[config.mk]
export PLATFORM = sky130hd
export DESIGN_NAME = l2_cache_control
export DESIGN_NICKNAME = d
export VERILOG_FILES = /design/src/hw/lc3b_types.sv /design/src/hw/l2_cache_control.sv
export VERILOG_INCLUDE_DIRS = /design/src /design/src/hw
export SDC_FILE = /design/constraint.sdc
export NUM_CORES = 1
export LEC_CHECK = 0
export BUFFER_PORTS_ARGS = -buffer_cell sky130_fd_sc_hd__buf_2
export CORE_AREA = 2 2 120 122
export CTS_CLUSTER_DIAMETER = 60
export DETAILED_ROUTE_END_ITERATION = 16
export DIE_AREA = 0 0 122 124
export SETUP_SLACK_MARGIN = 0.5
export SYNTH_ARGS = -nofsm -noshare
export SYNTH_HDL_FRONTEND = slang
export SYNTH_SLANG_ARGS = --single-unit
export TNS_END_PERCENT = 50
[constraint.sdc]
create_clock -name clk -period 1.5 [get_ports clk]
set_clock_uncertainty 0.1 [all_clocks]
set_input_delay 0.075 -clock clk [delete_from_list [all_inputs] [get_ports clk]]
set_output_delay 0.075 -clock clk [all_outputs]
set_load 0.01 [all_outputs]
[src/hw/l2_cache_consts.svh]
`ifndef L2_CACHE_CONSTS_SVH
`define L2_CACHE_CONSTS_SVH

// cache geometry.
`define L2_WAYS 4
`define L2_SETS 16
`define L2_LINE_BITS 256

// tag in [15:9], set in [8:5] and byte offset in [4:0].
`define L2_TAG_BITS 7
`define L2_SET_BITS 4
`define L2_OFFSET_BITS 5

`endif

[src/hw/lc3b_types.sv]
`default_nettype none

`include "l2_cache_consts.svh"

package lc3b_types;

    typedef logic [15:0] lc3b_word;
    typedef logic [`L2_LINE_BITS-1:0] lc3b_c_line;
    typedef logic [`L2_TAG_BITS-1:0] lc3b_c_l2_tag;
    typedef logic [1:0] lc3b_c_l2_way;

    // field view of an address.
    typedef struct packed {
        lc3b_c_l2_tag tag;
        logic [`L2_SET_BITS-1:0] set;
        logic [`L2_OFFSET_BITS-1:0] offset;
    } lc3b_c_l2_fields;

    // same 16 bits as a raw word or as fields.
    typedef union packed {
        lc3b_word word;
        lc3b_c_l2_fields f;
    } lc3b_c_l2_addr;

    // L1 side request held until mem_resp.
    typedef struct packed {
        logic read;
        logic write;
        lc3b_c_l2_addr address;
        lc3b_c_line wdata;
    } lc3b_l2_req;

endpackage : lc3b_types

`default_nettype wire

[src/hw/l2_cache_control.sv]
`timescale 1ns/1ps
`default_nettype none

`include "l2_cache_consts.svh"

module l2_cache_control
    import lc3b_types::*;
(
    input  wire logic        clk,
    input  wire logic        rst,
    input  wire lc3b_l2_req  req,
    input  wire logic        hit,
    input  wire logic        victim_dirty,
    input  wire logic        ewb_empty,
    input  wire logic        refill_resp,
    output logic             ld_line,
    output logic             fill_sel,
    output logic             ld_lru,
    output logic             set_dirty,
    output logic             clear_dirty,
    output logic             ewb_load,
    output logic             refill_read,
    output logic             mem_resp,
    output lc3b_word         refill_address
);

    typedef enum logic [1:0] {
        idle,
        hit_resp,
        evict,
        fill
    } state_t;

    state_t state;
    state_t next_state;
    lc3b_c_l2_addr line_addr;

    // refill always fetches the whole line.
    always_comb
    begin
        line_addr = req.address;
        line_addr.f.offset = '0;
    end

    assign refill_address = line_addr.word;

    always_comb
    begin
        ld_line = 1'b0;
        fill_sel = 1'b0;
        ld_lru = 1'b0;
        set_dirty = 1'b0;
        clear_dirty = 1'b0;
        ewb_load = 1'b0;
        refill_read = 1'b0;
        mem_resp = 1'b0;

        case (state)
            hit_resp:
            begin
                mem_resp = 1'b1;
                ld_lru = 1'b1;
                if (req.write)
                begin
                    ld_line = 1'b1;  // whole line from the L1.
                    set_dirty = 1'b1;
                end
            end

            evict:
            begin
                ewb_load = 1'b1;  // victim is still in the array here.
                refill_read = 1'b1;
            end

            fill:
            begin
                refill_read = 1'b1;
                if (refill_resp)
                begin
                    ld_line = 1'b1;
                    fill_sel = 1'b1;
                    clear_dirty = 1'b1;
                end
            end

            default:
            begin
            end
        endcase
    end

    always_comb
    begin
        next_state = state;

        case (state)
            idle:
            begin
                if (req.read || req.write)
                begin
                    if (hit)
                        next_state = hit_resp;
                    else if (!victim_dirty)
                        next_state = fill;
                    else if (ewb_empty)
                        next_state = evict;
                    // otherwise wait for the buffer to drain.
                end
            end

            hit_resp:
                next_state = idle;

            evict:
                next_state = fill;

            fill:
            begin
                if (refill_resp)
                    next_state = idle;  // replays as a hit.
            end

            default:
                next_state = idle;
        endcase
    end

    always_ff @(posedge clk)
    begin
        if (rst)
            state <= idle;
        else
            state <= next_state;
    end

endmodule : l2_cache_control

`default_nettype wire

# After elaboration in Yosys (flattened, before gate mapping)
# Cells that the tools add are included.
# word_totals
register_bits,2
output_inout_bits,24
word_cells,25
# classes
n_eq_ne,6
n_mux,14
n_reduce_logical,4
# op_table
cell,n
two-way mux 2 bit,5
one-hot mux 2 bit (4 select lines),1
two-way mux 1 bit,7
== test 2 bit (second input constant),2
inequality test 2 bit (second input constant),2
inequality test 4 bit (second input constant),1
AND reduction 3 bit,1
== test 2 x 1 -> 1 bit (second input constant),1
zero test 2 bit,1
one-hot mux 1 bit (2 select lines),1
OR reduction 2 bit,1
logical OR 1 bit,1

# Depth between registers and ports, before layout
# Gate-level depths: netlist of the first run.
# depth
depth_word,5
mapped_depth,3

# Least setup slack after synthesis of the first run
# No wires, ideal clock.
# synth_path
kind,register -> register
from,reg state[0]
to,reg state[1]
setup_ns,0.074
t_arrival_ns,0.953
slack_ns,0.373
path_stages_with_launch,3
path_buffers,0
cell_sequence,dfxtp_1 or4_1 a31oi_1
# synth_via
elab_chain_len,3
# synth_lines
element,line_no,rtl
start: declaration,l2_cache_control.sv:34,state_t state;
start signal: assignment,l2_cache_control.sv:132,state <= idle;
start signal: assignment,l2_cache_control.sv:134,state <= next_state;
== test 2 bit or zero test 2 bit (tied branches),l2_cache_control.sv:97,case (state)
inequality test 2 bit (no line) or inequality test 4 bit (tied branches),-,
AND reduction 3 bit (no line),-,
# Parallel ways exist; a longest one is shown, timed or not.
# A chain may end at the register's enable or synchronous reset.

# Worst setup path after layout of the first run
# layout_path
from,reg state[0]
to,out ld_line
# layout_via
elab_chain_len,2
# layout_lines
element,line_no,rtl
== test 2 bit or == test 2 x 1 -> 1 bit (tied branches),l2_cache_control.sv:58,case (state)
one-hot mux 1 bit (2 select lines) (*),l2_cache_control.sv:58,
end: declaration,l2_cache_control.sv:16,"output logic ld_line,"
# Every way passes the cells marked *; elsewhere a longest branch is shown, timed or not.

==> run metrics, run 1 <==
status=finished clean; Synth Area in Compound Gates=0.0872; Max-Cap Viols=0; register area=around 45 sq um; leakage power=around 0.22 nW; RSZ-0062 raised after global routing=yes; period utilization=0.865; DR vias=238; initial antenna violation count=1; commonest non-fill, non-tap cell in the layout=buf_2; root buffer cell=clkbuf_16; Initial Util=0.0199; Area Overhead vs Synth=129%; Max Freq=about 770 MHz; Final Max Slew Viols=0; pwr dens=927 nW/um^2; slack of the critical path=0.202 ns; routed wire length=around 1600 um; Mean Syn Cell Area=7.37 sq um; vias in the first global route=about 240; setup_tns=0 ns; clk slew on worst S/H paths=0.03 ns; CP Class=reg -> out; share of cells above drive strength 1=0.667; mux share of post-synthesis cell area=0; total global-route track usage=0.0221; synth unique cells=16; Die ar.=15,100 sq um; clock sinks=2; Syn. warnings=0; first-pass GRT wire length=between 1500 and 2000 um; Multi-input gate area=123 sq um; CTS H-tree depth=1; Design Area, Final=around 620 sq um; core area=between 10,000 and 15,000 sq um; Buffers & Inverters on Critical Path=1; Initial DRC Count=0; CP Data Arrival Time=1.12 ns; cts bufs inserted=3; Synth Area in XOR/XNOR=0; Final Wtd Congestion=0.547; most frequent cells in the layout=10 x buf_2, 5 x conb_1, 5 x buf_6; share of the yosys chip area belonging to registers=0.147; Synth Instances=37; Fillers=1,620; CP Launch Type=flop; # nets final=327; Post-Synth Adder-Cell Area=0; placed cell count=~220; largest family of logic cells by synthesized area=buffers and inverters; Post-Route M1 WL=261 um; Place WS=0.316 ns; drt drc=0; post-route ant nets=0; drt wl/cell=6.90 um; Hold WS=approximately 0.038 ns; crit path time final=1.30 ns; Yosys reg bits=2; Final Hold Vio Count=0; 1st-pass router iterations=1; Synth Area in Simple Gates=0.216; Biggest register=state; vias per inst=1.05; IO Pins=around 300; Post-Layout Cell Count=approximately 230; Clock Path Buffers=2; crit-path cells=nor2b_4 > and2_4 > or2_4 > buf_6; CP max FO=3; HP Class=in -> reg; Synth Cell Area=273 sq um; Max Used Layer=met4; VDD IR max=approximately 0.23 mV; chip width=122 um; placed cell area=454 sq um; Worst-Skew Late Latency=0.22 ns; largest net degree at the start of global routing=5; Setup Viol. Count Final=0; Worst Path Required=roughly 1.3 ns; routed length on met2=about 620 um; GRT overflow=0; IO buf count=15; cell class contributing the biggest share of worst-path delay=simple AND/OR/NAND/NOR gates; Crit. End Element=output port; final core occ=0.0455; row count=43; Final Total Pwr=0.579 mW; TritonCTS clock tree=built; WL met3=625 um; CP peak stage delay=just over 0.3 ns; chip height=124 um; number of flip-flops under the largest register name=2; top flop regs=state: 2 flops; critical path's slowest cell=dfxtp_2
## per-layer routing
layer | vias up | track usage
li1 | 111 | -
met1 | 92 | 0.00795
met2 | 31 | 0.0290
met3 | 4 | 0.0421
met4 | 0 | 0.0180
met5 | - | 0
## cell families after synthesis
family	count (synthesis)
AOI/OAI and AO/OA	4
buffers and inverters	21
DFF	2
other	1
and+or+nand+nor	9
## final timing paths
| check | start | slack, ns | to | depth (start not counted) |
|---|---|---|---|---|
| max reg2reg | state[0] | 0.25 | state[1] | 3 |
| min | hit | 0.04 | state[1] | 3 |
| max | state[0] | 0.20 | ld_line | 4 |
| min reg2reg | state[0] | 0.52 | state[0] | 3 |
## what timing repair did
item,in CTS,in global routing
resized for setup,10,4
pin swaps,3,0
endpoints found under the hold margin,1,0
hold buffers,1,0
setup buffers,4,0
setup endpoints to repair,8,9
## synthesized netlist by cell type, drive strengths merged
| master | count | area (sq um) |
|---|---|---|
| nand2b | 2 | 12.5 |
| inv | 2 | 7.51 |
| a31oi | 1 | 6.26 |
| or2 | 1 | 6.26 |
| o21a | 1 | 7.51 |
| and3 | 1 | 7.51 |
| or4 | 1 | 7.51 |
| clkbuf | 1 | 3.75 |
| nor2b | 2 | 15.0 |
| and2 | 1 | 6.26 |
| dfxtp | 2 | 40.0 |
| buf | 18 | 135 |
| conb | 1 | 3.75 |
| nor2 | 1 | 3.75 |
| a21oi | 2 | 10.0 |
## power by group
| group | total (mW) | switching, mW | internal [mW] | leakage, nW |
|---|---|---|---|---|
| Sequential | 0.0671 | 0.00634 | 0.0607 | 0.0175 |
| Clock | 0.401 | 0.0619 | 0.339 | 0.0370 |
| Combinational | 0.110 | 0.0472 | 0.0633 | 0.165 |
| Total | 0.579 | 0.115 | 0.463 | 0.219 |
## area by class of cell
cell class | count | area share
clock buffer | 3 | 0.120
timing repair buffer | 20 | 0.234
tap | 180 | 0.361
multi-input combinational | 18 | 0.196
antenna | 1 | 0.00401
inverter | 2 | 0.0120
sequential | 2 | 0.0721
## tightest hold or removal path: cells and delay by family
kind | cells | cell delay [ns]
AND/OR/NAND/NOR | 1 | 0.10
AO/OA/AOI/OAI | 1 | 0.06
buffers and inverters | 1 | 0.09
(Power assumes the default switching activity.)
==> run 2, diff against run 1 <==
PLACE_DENSITY = 0.38   (was unset)
==> run 2 against run 1 <==
Effect of this change: clock power is 1% lower; critical path depth is the same; fmax fell by 2.2%; design area is 1.4% higher; register-to-register slack lost 0.02 ns; count of clock-buffer cells in the layout unchanged; setup slack lost 0.029 ns; critical path type unchanged.
==> run metrics, run 2 (synthesis results as in run 1) <==
commonest non-fill, non-tap cell in the layout=buf_2; VDD IR max=0.232 mV; CTS H-tree depth=1; vias in the first global route=230; Inserted Diodes=0; GRT overflow=0; leakage power=0.231 nW; status=finished clean; Crit. End Element=output port; HP Class=in -> reg; crit path time final=1.33 ns; 1st-pass router iterations=2; drt drc=0; Post-Route M1 WL=363 um; routed wire length=1280 um; top flop regs=state: 2 flops; Area Overhead vs Synth=132%; Setup Viol. Count Final=0; routed length on met2=between 500 and 600 um; number of flip-flops under the largest register name=2; Biggest register=state; CP max FO=3; DR vias=about 250; first-pass GRT wire length=1570 um; post-route ant nets=0; # nets final=329; IO Pins=304; row count=43; Initial DRC Count=5; share of cells above drive strength 1=0.638; WL met3=334 um; slack of the critical path=roughly 0.17 ns; clock sinks=2; initial antenna violation count=0; largest net degree at the start of global routing=5; drt wl/cell=approximately 5.6 um; Worst-Skew Late Latency=0.22 ns; chip width=~120 um; cts bufs inserted=3; CP Data Arrival Time=1.15 ns; clk slew on worst S/H paths=0.03 ns; setup_tns=0 ns; Final Total Pwr=0.589 mW; chip height=124 um; Final Max Slew Viols=0; Final Wtd Congestion=0.503; Worst Path Required=between 1 and 1.5 ns; period utilization=0.885; vias per inst=1.11; Die ar.=15,100 sq um; pwr dens=930 nW/um^2; HPWL Detailed=1030 um; root buffer cell=clkbuf_16; TritonCTS clock tree=built; CP Class=reg -> out; total global-route track usage=0.0168; Place WS=0.224 ns; Max Freq=753 MHz; most frequent cells in the layout=11 x buf_2, 6 x buf_6, 5 x conb_1; Clock Path Buffers=2; IO buf count=15; RSZ-0062 raised after global routing=yes; core area=13,700 sq um; Initial Util=0.0199; Max Used Layer=met3; CP Launch Type=flop; Final Hold Vio Count=0; Max-Cap Viols=0
==> run 2: cell types whose count changed in the layout (fill, tap and decap cells not counted), sizes merged <==
| cell | change |
|---|---|
| buf | +2 |
| diode | -1 |
==> run 2: through the flow <==
step | hold slack (ns) | area (sq um) | cells | utilization
final | 0.0296 | 633 | 227 | 0.0461
after global routing | 0.0500 | 633 | 227 | 0.0461
after CTS | 0.0303 | 612 | 226 | 0.0446
after detailed placement | 0.0501 | 454 | 217 | 0.0331
after global placement | 0.0501 | 454 | 217 | 0.0331
after floorplan | 0.0444 | 293 | 41 | -
==> run 2: layer usage <==
layer	vias to the layer above	GRT usage
li1	114	-
met1	106	0.0132
met2	31	0.0244
met3	0	0.0211
met4	0	0.00718
met5	-	0
==> run 2: what timing repair did <==
item / CTS / global route
hold buffers: 1 / 0
hold endpoints to repair: 1 / 0
gates resized for setup: 10 / 3
setup buffers: 5 / 1
pin swaps: 2 / 0
setup endpoints to repair: 10 / 9
==> run 2: path summary, 6_finish.rpt <==
check,start,slack [ns],endpoint,depth (start not counted)
worst min register to register,state[0],0.55,state[1],3
worst min-delay path,hit,0.03,state[1],3
worst max register to register,state[0],0.23,state[1],3
worst max-delay path,state[0],0.17,ld_line,4
==> run 2: layout make-up <==
type / instances / area [sq um]
Timing Repair Buffer: 22 / 163
Sequential cell: 2 / 47.5
Fill cell: 1623 / 13100
Inverter: 2 / 7.51
Tap cell: 180 / 225
Multi-Input combinational cell: 18 / 115
Clock buffer: 3 / 75.1
==> run 2: critical path: stages (launching register included) <==
cell and delay [ns]:
dfxtp_4 0.34, nor2b_4 0.12, and2_4 0.13, or2_4 0.22, buf_6 0.12
==> run 2: where the power goes <==
group          switching, mW  leakage, nW  internal (mW)
logic                 0.0501        0.176         0.0722
clock network         0.0572       0.0370          0.339
registers             0.0100       0.0178         0.0606
total                  0.117        0.231          0.472
==> run 3, diff against run 2 <==
PLACE_DENSITY = 0.36   (was 0.38)
REMOVE_ABC_BUFFERS = 1   (was unset)
SETUP_SLACK_MARGIN = 0.1   (was 0.5)
==> run 3 against run 2 <==
Effect of this change: via count is 4.0% lower; setup slack got worse by 0.031 ns; design area shrank 11%; non-clock buffer count decreased by 5; critical path depth unchanged; count of clock-buffer cells in the layout unchanged; hold slack better by 0.022 ns; global-route usage grew 3.1 points; fmax fell by 2.3%; flip-flop and latch count stayed put; highest routed layer is now met5; final cell count is 1.8% lower; sequential share of layout area up 0.079 points; largest power group unchanged.
==> run metrics, run 3 (synthesis results as in run 1) <==
Final Hold Vio Count=0; routed wire length=3460 um; number of flip-flops under the largest register name=2; chip height=124 um; drt wl/cell=15.5 um; setup_tns=0 ns; Reg-to-Reg Start=state[0]; vias per inst=1.08; Initial DRC Count=1; row count=43; post-route ant nets=0; Int Pwr=0.443 mW; hold endpoint=refill_address[7]; Worst Path Required=1.32 ns; Buffers & Inverters on Critical Path=1; clock power share=0.730; total global-route track usage=0.0473; worst reg2reg path depth=2; first-pass GRT wire length=3800 um; HP Class=in -> out; Net Switching=0.122 mW; vias in the first global route=234; Setup Viol. Count Final=0; IO buf count=15; crit path time final=1.36 ns; status=finished clean; root buffer cell=clkbuf_16; commonest non-fill, non-tap cell in the layout=buf_2; VDD IR max=0.165 mV; CP Class=reg -> out; RSZ-0062 raised after global routing=no; largest net degree at the start of global routing=7; most frequent cells in the layout=14 x buf_2, 5 x conb_1, 3 x clkbuf_16; Initial Util=0.0199; crit-path cells=nor2b_4 > and2_4 > or2_1 > buf_6; pwr dens=roughly 1000 nW/um^2; CP startpoint=state[0]; GRT overflow=0; Worst-Skew Late Latency=0.23 ns; CP peak stage delay=0.32 ns; Final Wtd Congestion=0.718; CP max FO=5; Clock Path Buffers=2; reg-to-reg slack, setup=0.31 ns; initial antenna violation count=2; clock sinks=2; # nets final=324; sequential power share=0.123; 1st-pass router iterations=2; Max-Cap Viols=0; CP Data Arrival Time=around 1.2 ns; HPWL Detailed=3300 um; top flop regs=state: 2 flops; critical path's slowest cell=dfxtp_2; drt drc=0; cell class contributing the biggest share of worst-path delay=simple AND/OR/NAND/NOR gates; Hold WS=0.0518 ns; Biggest register=state; TritonCTS clock tree=built; Hold Startpoint=req[263]; CTS H-tree depth=1; cts bufs inserted=3; CP Launch Type=flop; Final Max Slew Viols=0; chip width=122 um; Crit. End Element=output port; switch share=0.216; share of cells above drive strength 1=0.571; core area=13,700 sq um; IO Pins=304; worst reg2reg path endpoint=state[1]; Combinational Power Share=0.147; leakage power=0.200 nW; WHS Path Cells=0; Max Freq=736 MHz; DR vias=241; Area Overhead vs Synth=106%; Die ar.=15,100 sq um; period utilization=0.905; clk slew on worst S/H paths=about 0.030 ns
run 3: cell types whose count changed in the layout (fill, tap and decap cells not counted):
cell	change
buf_2	+3
or2_4	-1
buf_6	-5
and3_2	+1
dfxtp_4	-2
and3_4	-1
dfxtp_2	+2
or2_1	+1
diode_2	+1
buf_4	-3
run 3: worst max path at each step:
stage	to	slack, ns	cells past startpoint
after global routing	ld_line	0.10	4
after floorplan	ld_line	0.32	3
after global placement	ld_line	0.30	4
after CTS	ld_line	0.10	4
final	ld_line	0.14	4
after detailed placement	ld_line	0.30	4
run 3: layout make-up:
cell class	count	area (sq um)
fill	1633	13200
tap	180	225
multi-input combinational	18	109
timing repair buffer	17	98.8
clock buffer	3	75.1
sequential	2	42.5
inverter	2	7.51
antenna	1	2.50
run 3: power groups by stage:
stage / logic (mW) / registers [mW] / clock network [mW]
3_5_place_dp: 0.0726 / 0.0677 / 0
5_1_grt: 0.0938 / 0.0717 / 0.425
2_1_floorplan: 0.0352 / 0.0674 / 0
4_1_cts: 0.0775 / 0.0692 / 0.417
3_3_place_gp: 0.0730 / 0.0675 / 0
6_report: 0.0833 / 0.0695 / 0.412
run 3: repair_timing:
action                     CTS  global route
buffers inserted             0             1
pin swaps                    0             1
resized for setup            2             3
hold endpoints to repair     1             0
hold buffers                 1             0
setup endpoints to repair    1             1
run 3: routing by layer:
layer	share of wire	vias to the layer above	routed length (um)	track usage
li1	-	104	-	-
met1	0.056	99	192	0.00714
met2	0.52	29	1810	0.0841
met3	0.39	7	1360	0.0861
met4	0.025	2	87	0.0259
met5	0.0038	-	13	0
run 3: through the flow:
step | utilization | total power [mW] | instance area [sq um] | worst slack (ns) | instances
5_1_grt | 0.0409 | 0.590 | 561 | 0.104 | 223
2_1_floorplan | - | 0.103 | 149 | 0.324 | 22
3_3_place_gp | 0.0327 | 0.140 | 449 | 0.302 | 217
4_1_cts | 0.0394 | 0.564 | 541 | 0.103 | 221
3_5_place_dp | 0.0327 | 0.140 | 449 | 0.301 | 217
6_report | 0.0409 | 0.565 | 561 | 0.142 | 223
