<file path="src/hw/l2_cache_consts.svh">
`ifndef L2_CACHE_CONSTS_SVH
`define L2_CACHE_CONSTS_SVH

// cache geometry.
`define L2_WAYS 4
`define L2_SETS 16
`define L2_LINE_BITS 256

// tag in [15:9], set in [8:5] and byte offset in [4:0].
`define L2_TAG_BITS 7
`define L2_SET_BITS 4
`define L2_OFFSET_BITS 5

`endif

</file>
<file path="src/hw/lc3b_types.sv">
`default_nettype none

`include "l2_cache_consts.svh"

package lc3b_types;

    typedef logic [15:0] lc3b_word;
    typedef logic [`L2_LINE_BITS-1:0] lc3b_c_line;
    typedef logic [`L2_TAG_BITS-1:0] lc3b_c_l2_tag;
    typedef logic [1:0] lc3b_c_l2_way;

    // field view of an address.
    typedef struct packed {
        lc3b_c_l2_tag tag;
        logic [`L2_SET_BITS-1:0] set;
        logic [`L2_OFFSET_BITS-1:0] offset;
    } lc3b_c_l2_fields;

    // same 16 bits as a raw word or as fields.
    typedef union packed {
        lc3b_word word;
        lc3b_c_l2_fields f;
    } lc3b_c_l2_addr;

    // L1 side request held until mem_resp.
    typedef struct packed {
        logic read;
        logic write;
        lc3b_c_l2_addr address;
        lc3b_c_line wdata;
    } lc3b_l2_req;

endpackage : lc3b_types

`default_nettype wire

</file>
<file path="src/hw/l2_ewb.sv">
`timescale 1ns/1ps
`default_nettype none

module l2_ewb
    import lc3b_types::*;
(
    input  wire logic        clk,
    input  wire logic        rst,
    input  wire logic        ewb_load,
    input  wire logic        refill_read,
    input  wire lc3b_c_line  victim_line,
    input  wire lc3b_word    victim_address,
    input  wire lc3b_word    refill_address,
    input  wire logic        pmem_resp,
    output logic             ewb_empty,
    output logic             refill_resp,
    output lc3b_word         pmem_address,
    output logic             pmem_read,
    output logic             pmem_write,
    output lc3b_c_line       pmem_wdata
);

    typedef enum logic [1:0] {
        idle,
        reading,
        writing
    } port_state_t;

    port_state_t state;
    logic full;
    lc3b_c_line buf_line;
    lc3b_word buf_address;

    always_ff @(posedge clk)
    begin
        if (rst)
        begin
            state <= idle;
            full <= 1'b0;
        end
        else
        begin
            case (state)
                idle:
                begin
                    if (refill_read)
                        state <= reading;  // refill wins the port.
                    else if (full)
                        state <= writing;
                end
                reading:
                    if (pmem_resp)
                        state <= idle;
                writing:
                begin
                    if (pmem_resp)
                    begin
                        state <= idle;
                        full <= 1'b0;
                    end
                end
                default:
                    state <= idle;
            endcase
            if (ewb_load)
                full <= 1'b1;
        end
    end

    always_ff @(posedge clk)
    begin
        if (ewb_load)
        begin
            buf_line <= victim_line;
            buf_address <= victim_address;
        end
    end

    assign ewb_empty = ~full;
    assign refill_resp = (state == reading) && pmem_resp;
    assign pmem_read = (state == reading);
    assign pmem_write = (state == writing);
    assign pmem_address = (state == writing) ? buf_address : refill_address;
    assign pmem_wdata = buf_line;

endmodule : l2_ewb

`default_nettype wire

</file>
<file path="config.mk">
export PLATFORM = sky130hd
export DESIGN_NAME = l2_ewb
export DESIGN_NICKNAME = d
export VERILOG_FILES = /design/src/hw/lc3b_types.sv /design/src/hw/l2_ewb.sv
export VERILOG_INCLUDE_DIRS = /design/src /design/src/hw
export SDC_FILE = /design/constraint.sdc
export NUM_CORES = 1
export LEC_CHECK = 0
export ABC_AREA = 0
export ABC_CLOCK_PERIOD_IN_PS = 1600
export BUFFER_PORTS_ARGS = -buffer_cell sky130_fd_sc_hd__buf_2
export CELL_PAD_IN_SITES_DETAIL_PLACEMENT = 0
export CELL_PAD_IN_SITES_GLOBAL_PLACEMENT = 1
export CORE_AREA = 3 3 221 223
export DETAILED_ROUTE_END_ITERATION = 10
export DIE_AREA = 0 0 224 226
export PLACE_DENSITY = 0.54
export SETUP_SLACK_MARGIN = 0.5
export SLEW_MARGIN = 20
export SYNTH_ARGS = -nofsm -noshare
export SYNTH_HDL_FRONTEND = slang
export SYNTH_SLANG_ARGS = --single-unit
</file>
<file path="constraint.sdc">
create_clock -name clk -period 1.6 [get_ports clk]
set_input_delay 0.32 -clock clk [delete_from_list [all_inputs] [get_ports clk]]
set_output_delay 0.32 -clock clk [all_outputs]
set_load 0.02 [all_outputs]
</file>
## After elaboration in Yosys (flattened, before gate mapping)

Index checks and enable logic that the tools add are counted.

- Eq/ne operators: 4
- Muxes and demuxes: 8
- Bitwise operators: 1
- Reduce and logical (&&, ||, !) cells: 7

Operators by type and width:

| cell | number |
|---|---|
| $mux 16 | 1 |
| $mux 2 | 3 |
| $pmux 2 s2 | 1 |
| $reduce_and 2->1 | 2 |
| $reduce_bool 2->1 | 2 |
| $mux 1 | 3 |
| $ne 3x3->1 const B | 1 |
| $eq 2x1->1 const B | 1 |
| $eq 2x2->1 const B | 1 |
| $logic_not 2->1 | 1 |
| $ne 2x1->1 const B | 1 |
| $reduce_or 2->1 | 1 |
| $logic_and 1x1->1 | 1 |
| $not 1->1 | 1 |

- Bits in registers: 275

## Longest topological paths before layout

Gate-level depths: netlist of run 1.

- Word-level depth: 4
- Mapped depth: 7
- Mapped depth without buffers: 5

## Worst setup path after synthesis of run 1

OpenSTA, ideal clock, no wires.

- Path type: register -> output
- Start point: register state[0]
- End point: output pmem_address[10]
- Data arrival time: 1.312 ns
- Required time: 1.280 ns
- Path slack: -0.032 ns
- Cell stages (with the launch flop): 6
- Buffers on the path: 2
- Path through: dfxtp_1 > inv_1 > ha_1 > buf_6 > buf_12 > mux2_4

- Longest elaborated chain between the ends: 2

Ends and longest elaborated chain:

| item | RTL line | RTL |
|---|---|---|
| from (decl) | l2_ewb.sv:29 | `port_state_t state;` |
| from (signal assigned) | l2_ewb.sv:38 | `state <= idle;` |
| from (signal assigned) | l2_ewb.sv:47 | `state <= reading;` |
| from (signal assigned) | l2_ewb.sv:49 | `state <= writing;` |
| $eq 2x2->1 | n/a |  |
| via pmem_write | l2_ewb.sv:19 | `output logic pmem_write,` |
| $mux 16 | l2_ewb.sv:83 | `assign pmem_address = (state == writing) ? buf_address : refill_address;` |
| to (decl) | l2_ewb.sv:17 | `output lc3b_word pmem_address,` |

The timed path passes the listed nets, and every way through them passes these cells.

## Worst setup path in the final report of run 1

- Start point: register state[0]
- End point: output pmem_address[5]

- Longest elaborated chain between the ends: 2

Ends and longest elaborated chain:

| item | RTL line |
|---|---|
| $eq 2x2->1 | l2_ewb.sv:83 |
| $mux 16 | l2_ewb.sv:83 |

No other way between the ends.

==> results of run 1 <==
flip-flops by register name (all words and copies together), names as in the netlist:
signal and cells:
pmem_wdata 256, buf_address 16, state 2, full 1
cell type report:
class                      count  area, µm²  area share [%]
tap                          607        759            4.22
antenna                        1       2.50          0.0139
inverter                       3       11.3          0.0626
clock inverter                13        114           0.633
clock buffer                  40        810            4.50
timing repair buffer         869       7650            42.5
multi-input combinational     31        409            2.27
sequential                   275       8230            45.8
cell usage after synthesis (all sizes together):
| cell type | number | area share, % |
|---|---|---|
| dfxtp | 3 | 0.70 |
| a21oi | 3 | 0.17 |
| and2 | 1 | 0.073 |
| a211oi | 1 | 0.087 |
| nand2 | 1 | 0.044 |
| ha | 3 | 0.44 |
| nand3 | 1 | 0.058 |
| edfxtp | 272 | 95 |
| inv | 3 | 0.13 |
| nand2b | 3 | 0.22 |
| buf | 2 | 0.36 |
| a21o | 1 | 0.087 |
| nor2 | 1 | 0.044 |
| mux2 | 16 | 2.5 |
power by group:
part	switching, mW	internal, mW
Combinational	1.47	1.86
Sequential	0.287	8.57
Clock	2.76	3.84
worst reg2reg max path, stage by stage, from the launching register on:
cell,delay (ns)
dfxtp_2,0.33
inv_2,0.05
buf_4,0.13
buf_6,0.11
ha_4,0.26
nand2b_4,0.07
a21o_1,0.17
a21oi_2,0.11
cell families after synthesis:
| logic type | share of synthesized area, % |
|---|---|
| flops | 95.8 |
| mux | 2.49 |
| simple gates | 0.437 |
| compound gates | 0.350 |
| buf+inv | 0.495 |
| fa+ha+maj | 0.437 |
metrics by stage:
stage,setup TNS (ns),hold slack (ns)
global route,-8.71,0.0555
global placement,0,0.497
CTS,-8.98,0.0503
finish,-7.53,0.0833
floorplan,0,0.382
detailed placement,-0.0783,0.498
metal layers:
| metal | wire (µm) | GRT usage (%) | up-vias |
|---|---|---|---|
| met4 | 1120 | 3.76 | 0 |
| li1 | - | - | 3063 |
| met2 | 17800 | 22.6 | 330 |
| met5 | 0 | 0 | - |
| met3 | 2460 | 3.69 | 61 |
| met1 | 11300 | 13.1 | 3188 |
timing repair:
item,in CTS,in global routing
hold endpoints to repair,275,0
gates resized for setup,413,166
pin swaps,5,1
setup buffers,7,1
hold buffers,274,0
endpoints found under the setup margin,279,278
cloned,1,0
worst max path at each step:
| stage | start | slack (ns) | end | cells after the start |
|---|---|---|---|---|
| floorplan | state[0] | 0.12 | pmem_address[10] | 5 |
| detailed placement | state[0] | -0.02 | pmem_address[5] | 4 |
| CTS | state[0] | -0.53 | pmem_address[5] | 5 |
| finish | state[0] | -0.46 | pmem_address[5] | 5 |
| global placement | state[0] | 0.02 | pmem_address[15] | 4 |
| global route | state[0] | -0.51 | pmem_address[5] | 5 |
==> results.md, run 1 <==
- Peak supply drop: 0.000733 V
- Die X: 224 µm
- Final hold violation count: 0
- Syn avg cell area: 27.6 µm²
- Dpl ws: -0.0157 ns
- Drt drc: 0
- RSZ-0062 raised after global routing: yes
- Finish-stage setup viols: 18
- Layout cells sized above 1: 54.2%
- Port bufs: 568
- Routed vias: 6642
- WP buf/inv: 3
- Worst Skew: 0.000177 ns
- GPL Wtd Cong: 0.797
- Initial antenna violation count: 2
- Post-Route Utilization: 38.5%
- Vias in the first global route: 7523
- Rows: 79
- Hold Path Origin: ewb_load
- Syn nets: 607
- Fill count: 4281
- Worst min path class: primary input to register
- Largest net degree at the start of global routing: 61
- GRT Total Usage: 12.1%
- Routed Antenna Nets: 0
- Placed Area: 12400 µm²
- Drt first pass iters: 4
- R2r endpoint: state[0]
- Via-to-Cell Ratio: 3.61
- Initial Util: 18.4%
- Register bit count reported by yosys: 275
- Design area: 18000 µm²
- CP max stage delay: 0.32 ns
- Crit path time final: 2.06 ns
- WL final: 32700 µm
- Final cell count without fillers: 1839
- Total power draw: 18.8 mW
- Most common cell after layout, fill and taps aside: buf_2
- Cells after synthesis: 311
- HPWL after DPL: 23000 µm
- F_max: 485 MHz
- R2R Setup Slk: 0.30 ns
- Final critical-path share of the clock period: 129%
- Crit Path Max Fanout: 7
- Slew margin rel.: 74.8%
- Crit-path cells: inv_2, ha_4, buf_12, mux2_4, buf_6
- CP Launch Type: register
- Buffer levels on the longest clock path: 3
- Clk_lat worst skew: 0.55 ns
- GR Overflow Total: 0
- Ys Warns: 0
- First-pass GRT wire length: 46400 µm
- Register area share after synthesis: 95.8%
- Worst setup EP type: output port
- Crit path max-delay cell type: dfxtp_2
- Starting DRT DRC Count: 304
- I/O Pins: 569
- Worst EP arrival: 1.74 ns
- Cell Pwr Density: 1040 nW/µm²
- Hold EP: pmem_wdata[249]
- CTS tree: done
- # nets final: 1506
- Avg WL per Cell: 17.8 µm
- Clock Sinks: 275
- Leak: 7.45 nW
- CP required: 1.28 ns
- Cells after DPL: 1502
- Root Driver: clkbuf_16
- Die area: 50600 µm²
- Hold Crit Depth: 1
- Distinct cells, synth: 16
- R2r worst-path depth: 7
- Delay-heaviest family, CP: buffers and inverters
- Clock slew at reported path FFs: 0.06 ns
- Max Cap Viol: 0
- Fin. max-slew vios: 0
- Worst setup path class: register to output port
- Syn Std Cell Area: 8590 µm²
- Area delta synth->final: 109%
- Post-route worst setup slack: -0.463 ns
- Core Region: 46800 µm²
- Outcome: complete, but fails checks
- RR Startpoint: state[0]
- Chip height: 226 µm
- Most frequent cells in the layout: 291 x buf_2, 277 x buf_6, 274 x dlygate4sd3_1
- CTS buffer count: 30
- Slew @ Worst Pin: 0.378 ns
- Violated checks: setup timing
- H-tree depth: 1
Power figures use the tool's default switching activity.
==> run 2: changes to the inputs <==
--- a/config.mk
+++ b/config.mk
@@ -7,7 +7,7 @@
 export NUM_CORES = 1
 export LEC_CHECK = 0
 export ABC_AREA = 0
-export ABC_CLOCK_PERIOD_IN_PS = 1600
+export ABC_CLOCK_PERIOD_IN_PS = 2100
 export BUFFER_PORTS_ARGS = -buffer_cell sky130_fd_sc_hd__buf_2
 export CELL_PAD_IN_SITES_DETAIL_PLACEMENT = 0
 export CELL_PAD_IN_SITES_GLOBAL_PLACEMENT = 1
@@ -15,6 +15,7 @@
 export DETAILED_ROUTE_END_ITERATION = 10
 export DIE_AREA = 0 0 224 226
 export PLACE_DENSITY = 0.54
+export RECOVER_POWER = 100
 export SETUP_SLACK_MARGIN = 0.5
 export SLEW_MARGIN = 20
 export SYNTH_ARGS = -nofsm -noshare
==> constraint.sdc (replaced) <==
create_clock -name clk -period 2.1 [get_ports clk]
set_input_delay 0.42 -clock clk [delete_from_list [all_inputs] [get_ports clk]]
set_output_delay 0.42 -clock clk [all_outputs]
set_load 0.02 [all_outputs]
==> results.md, run 2 (synthesized netlist as in run 1, its figures left out) <==
- Crit Path Max Fanout: 8 (+1)
- Via-to-Cell Ratio: 3.58 (-0.91%)
- Max FFs per register: 256 (unchanged)
- Core Region: 46800 µm² (unchanged)
- CP required: 1.68 ns (+0.40 ns)
- Total power draw: 13.7 mW (-27%)
- Routed vias: 5916 (-11%)
- Worst setup path class: register to output port
- Root Driver: clkbuf_16
- WP buf/inv: 3 (unchanged)
- First-pass GRT wire length: 39600 µm (-15%)
- Leak: 6.06 nW (-19%)
- Final critical-path share of the clock period: 102%
- HPWL after DPL: 22500 µm (-2.1%)
- Hold Slack: 0.0398 ns (-0.0435 ns)
- CTS tree: done
- Clock Sinks: 275 (unchanged)
- Worst EP arrival: 1.73 ns (about the same)
- Port bufs: 568 (unchanged)
- I/O Pins: 569 (unchanged)
- Avg WL per Cell: 17.4 µm (-1.9%)
- Fin. max-slew vios: 48 (+48)
- # nets final: 1319 (-12%)
- Layout cells sized above 1: 60.4% (+6.2 points)
- CTS buffer count: 30 (unchanged)
- Crit path max-delay cell type: dfxtp_2
- Die X: 224 µm (unchanged)
- Slew @ Worst Pin: 1.66 ns (+1.28 ns)
- Vias in the first global route: 6344 (-16%)
- Design area: 14500 µm² (-20%)
- F_max: 465 MHz
- Worst Skew: 0.000177 ns (+0.000000444 ns)
- Starting DRT DRC Count: 207 (-32%)
- RSZ-0062 raised after global routing: yes
- Final hold violation count: 0 (unchanged)
- Drt drc: 0 (unchanged)
- Clock slew at reported path FFs: 0.06 ns (about the same)
- Post-route worst setup slack: -0.0507 ns (+0.412 ns)
- Buffer levels on the longest clock path: 3 (unchanged)
- H-tree depth: 1 (unchanged)
- CP max stage delay: 0.32 ns (about the same)
- GRT Total Usage: 10.5% (-1.6 points)
- Drt first pass iters: 4 (unchanged)
- Area delta synth->final: 68.3%
- GPL Wtd Cong: 0.783 (-1.8%)
- CP Launch Type: register
- Worst setup EP type: output port
- WL final: 28800 µm (-12%)
- Rows: 79 (unchanged)
- Violated checks: capacitance limit, slew limit, setup timing
- Cell Pwr Density: 951 nW/µm² (-9.0%)
- Largest net degree at the start of global routing: 51 (-16%)
- Placed Area: 12400 µm² (about the same)
- Dpl ws: 0.361 ns (+0.376 ns)
- Outcome: complete, but fails checks
- Peak supply drop: 0.000594 V (-19%)
- GR Overflow Total: 0 (unchanged)
- Slew margin rel.: -10.8% (-86 points)
- Crit-path cells: inv_2, ha_4, buf_8, mux2_4, buf_6
- Delay-heaviest family, CP: buffers and inverters
- Clk_lat worst skew: 0.54 ns (about the same)
- Worst min path class: primary input to register
- Chip height: 226 µm (unchanged)
- Initial antenna violation count: 2 (unchanged)
- Max Cap Viol: 1 (+1)
- Die area: 50600 µm² (unchanged)
- Initial Util: 18.4% (unchanged)
- Most frequent cells in the layout: 515 x buf_2, 272 x edfxtp_1, 89 x dlygate4sd3_1
- R2R Setup Slk: 0.80 ns (+0.50 ns)
- Most common cell after layout, fill and taps aside: buf_2
- Crit path time final: 2.15 ns
- Routed Antenna Nets: 0 (unchanged)
- Finish-stage setup viols: 15 (-3)
==> run 2: cell types whose count changed in the layout (fill, tap and decap cells not counted), moves of 4 or more <==
| cell | change |
|---|---|
| buf_6 | -251 |
| buf_2 | +224 |
| dlygate4sd3_1 | -185 |
| clkbuf_1 | +24 |
| clkbuf_2 | +9 |
| buf_12 | -5 |
| buf_4 | -5 |
| clkinv_1 | +4 |
| clkinv_2 | -4 |
==> run 2: worst reg2reg max path: cells and delay by family, from the launching register on <==
| family | cells | cell delay, ns |
|---|---|---|
| flops | 1 | 0.33 |
| compound gates | 2 | 0.29 |
| fa+ha+maj | 1 | 0.28 |
| buf+inv | 2 | 0.18 |
| simple gates | 1 | 0.14 |
==> run 2: repair_timing <==
item                                    4_1_cts  5_1_grt
resized for setup                            53       14
hold buffers                                 89        0
endpoints found under the setup margin       34       33
cloned                                        0        0
pin swaps                                     1        1
buffers inserted                              8        2
endpoints found under the hold margin        89        0
==> run 2: final cells by class <==
type	count	area (µm²)
fill	4698	32300
timing repair buffer	682	4070
clock buffer	37	798
sequential	275	8240
multi-input combinational	31	369
inverter	3	11.3
clock inverter	17	209
tap	607	759
antenna	1	2.50
==> run 2: final timing paths <==
check | start | end | cells after the start
worst max-delay path | state[0] | pmem_address[5] | 5
worst min-delay path | victim_line[166] | pmem_wdata[166] | 1
worst max register to register | state[0] | state[1] | 6
worst min register to register | full | full | 2
==> run 2: routing by layer <==
layer | GRT usage (%) | up-vias | routed length (µm)
li1 | - | 2691 | -
met1 | 10.6 | 2837 | 9590
met2 | 19.3 | 331 | 15400
met3 | 4.09 | 55 | 2840
met4 | 4.33 | 2 | 938
met5 | 0 | - | 20
==> run 2: power by group <==
part	internal, mW	total [mW]	switching, mW
combinational	0.709	1.73	1.02
clock	3.29	5.36	2.07
sequential	6.52	6.65	0.130
==> run 2: metrics by stage <==
| step | util [%] | std cells | TNS (ns) |
|---|---|---|---|
| after floorplan | - | 311 | 0 |
| after global placement | 26.5 | 1499 | 0 |
| after detailed placement | 26.5 | 1499 | 0 |
| after CTS | 31.0 | 1650 | -1.54 |
| after global routing | 30.9 | 1652 | -3.91 |
| final | 30.9 | 1653 | -0.671 |
==> run 3: changes to the inputs <==
--- a/config.mk
+++ b/config.mk
@@ -7,14 +7,14 @@
 export NUM_CORES = 1
 export LEC_CHECK = 0
 export ABC_AREA = 0
-export ABC_CLOCK_PERIOD_IN_PS = 2100
+export ABC_CLOCK_PERIOD_IN_PS = 2530
 export BUFFER_PORTS_ARGS = -buffer_cell sky130_fd_sc_hd__buf_2
 export CELL_PAD_IN_SITES_DETAIL_PLACEMENT = 0
 export CELL_PAD_IN_SITES_GLOBAL_PLACEMENT = 1
-export CORE_AREA = 3 3 221 223
+export CORE_AREA = 3 3 218 220
 export DETAILED_ROUTE_END_ITERATION = 10
-export DIE_AREA = 0 0 224 226
-export PLACE_DENSITY = 0.54
+export DIE_AREA = 0 0 221 223
+export PLACE_DENSITY = 0.55
 export RECOVER_POWER = 100
 export SETUP_SLACK_MARGIN = 0.5
 export SLEW_MARGIN = 20
==> constraint.sdc (replaced) <==
create_clock -name clk -period 2.53 [get_ports clk]
set_input_delay 0.506 -clock clk [delete_from_list [all_inputs] [get_ports clk]]
set_output_delay 0.506 -clock clk [all_outputs]
set_load 0.02 [all_outputs]
==> results.md, run 3 (synthesized netlist as in run 1, its figures left out) <==
- Initial Util: 18.9% (+0.52 points)
- Root Driver: clkbuf_16
- Slew @ Worst Pin: 1.48 ns (-0.180 ns)
- Fin. max-slew vios: 0 (-100%)
- F_max: 418 MHz
- R2r endpoint: state[1]
- R2r worst-path depth: 7 (+1)
- Clock slew at reported path FFs: 0.06 ns (about the same)
- Die X: 221 µm (-1.3%)
- Crit path max-delay cell type: dfxtp_1
- First-pass GRT wire length: 39700 µm (+0.24%)
- Starting DRT DRC Count: 205 (-0.97%)
- Final cell count without fillers: 1551 (-6.2%)
- Worst EP arrival: 1.88 ns (+0.15 ns)
- CP max stage delay: 0.33 ns (about the same)
- Routed Antenna Nets: 0 (unchanged)
- Most frequent cells in the layout: 284 x clkbuf_1, 272 x edfxtp_1, 269 x buf_2
- Layout cells sized above 1: 38.4% (-22 points)
- GRT Total Usage: 10.8% (+0.28 points)
- Buffer levels on the longest clock path: 3 (unchanged)
- Hold Crit Depth: 1 (unchanged)
- Hold Path Origin: victim_line[171]
- Sum of negative setup slack: 0 ns (+0.671 ns)
- Final critical-path share of the clock period: 94.5%
- Drt first pass iters: 4 (unchanged)
- Leak: 4.92 nW (-19%)
- Routed vias: 5467 (-7.6%)
- Clk_lat worst skew: 0.55 ns (about the same)
- Crit path time final: 2.39 ns
- Worst min path class: primary input to register
- HPWL after DPL: 22400 µm (-0.42%)
- Vias in the first global route: 5927 (-6.6%)
- Most common cell after layout, fill and taps aside: clkbuf_1
- H-tree depth: 1 (unchanged)
- Area delta synth->final: 52.2%
- CP required: 2.02 ns (+0.34 ns)
- WL final: 28100 µm (-2.6%)
- Worst setup EP type: output port
- Final hold violation count: 0 (unchanged)
- Outcome: completed
- Largest net degree at the start of global routing: 54 (+5.9%)
- Slew margin rel.: 1.23% (+12 points)
- Max FFs per register: 256 (unchanged)
- Hold EP: pmem_wdata[171]
- Clock Sinks: 275 (unchanged)
- Worst Skew: 0.0000830 ns (-0.0000943 ns)
- Cells after DPL: 1486 (-0.87%)
- Post-Route Utilization: 28.8% (-2.2 points)
- RR Startpoint: state[0]
- Design area: 13100 µm² (-9.6%)
- Die area: 49300 µm² (-2.6%)
- Chip height: 223 µm (-1.3%)
- RSZ-0062 raised after global routing: yes
- Peak supply drop: 0.000521 V (-12%)
- GPL Wtd Cong: 0.799 (+2.0%)
- Max Cap Viol: 0 (-1)
- Rows: 78 (-1.3%)
- # nets final: 1222 (-7.4%)
- Finish-stage setup viols: 0 (-15)
- CTS tree: done
- Worst setup path class: register to output port
- Crit-path cells: inv_1, ha_4, buf_12, buf_16, mux2_4, clkbuf_2
- Initial antenna violation count: 1 (-1)
- I/O Pins: 569 (unchanged)
- R2R Setup Slk: 1.03 ns (+0.23 ns)
- CP Launch Type: register
- Cell Pwr Density: 849 nW/µm² (-11%)
- Via-to-Cell Ratio: 3.52 (-1.5%)
- Drt drc: 0 (unchanged)
- GR Overflow Total: 0 (unchanged)
- Port bufs: 568 (unchanged)
- Avg WL per Cell: 18.1 µm (+3.8%)
- Core Region: 45500 µm² (-2.7%)
- Placed Area: 12300 µm² (-0.94%)
- Crit Path Max Fanout: 8 (unchanged)
- CTS buffer count: 30 (unchanged)
==> run 3: cell types whose count changed in the layout (fill, tap and decap cells not counted), moves of 5 or more <==
cell           change
buf_4              -8
dlygate4sd3_1     -89
clkbuf_1         +251
buf_6             -17
clkinv_2           +5
buf_2            -246
==> run 3: timing repair <==
item / CTS / global route
gates resized for setup: 43 / 10
endpoints found under the setup margin: 17 / 18
pin swaps: 1 / 0
setup buffers: 4 / 3
hold buffers: 0 / 0
gates cloned: 1 / 0
==> run 3: power breakdown <==
| part | leakage, nW | total (mW) | internal (mW) | switching, mW |
|---|---|---|---|---|
| clock network | 0.494 | 4.36 | 2.62 | 1.74 |
| registers | 2.69 | 5.52 | 5.41 | 0.109 |
| logic | 1.74 | 1.21 | 0.380 | 0.829 |
==> run 3: worst max path at each step <==
stage | startpoint | to | slack (ns) | cells past startpoint
after global routing | state[0] | pmem_address[8] | 0.07 | 6
after CTS | state[0] | pmem_address[14] | 0.16 | 6
final | state[0] | pmem_address[8] | 0.14 | 6
after floorplan | state[0] | pmem_address[10] | 0.71 | 5
after detailed placement | state[0] | pmem_address[15] | 0.62 | 5
after global placement | state[0] | pmem_address[1] | 0.64 | 5
==> run 3: stage by stage <==
step	total power, mW	hold WS [ns]	worst slack [ns]
CTS	11.4	0.0591	0.161
finish	11.1	0.121	0.140
detailed placement	6.89	0.548	0.619
global route	11.6	0.0746	0.0689
global placement	6.88	0.538	0.636
floorplan	6.14	0.487	0.712
==> run 3: per-layer routing <==
metal  vias up  wire, µm  global-route usage (%)
met5         -         0                       0
met3        33      2740                    4.58
li1       2496         -                       -
met2       345     14500                    19.6
met1      2593     10200                    11.4
met4         0       647                    2.97
==> run 3: area by class of cell <==
cell class	count	area, µm²
sequential	275	8230
multi-input combinational	31	358
fill	4795	32400
antenna	1	2.50
inverter	3	11.3
tap	600	751
clock inverter	24	219
clock buffer	32	779
timing repair buffer	585	2730
==> run 3: critical path: cells and delay by family (launching register included) <==
kind | cells | cell delay (ns)
muxes | 1 | 0.30
adders and majority gates | 1 | 0.19
DFF | 1 | 0.33
buffers and inverters | 4 | 0.51
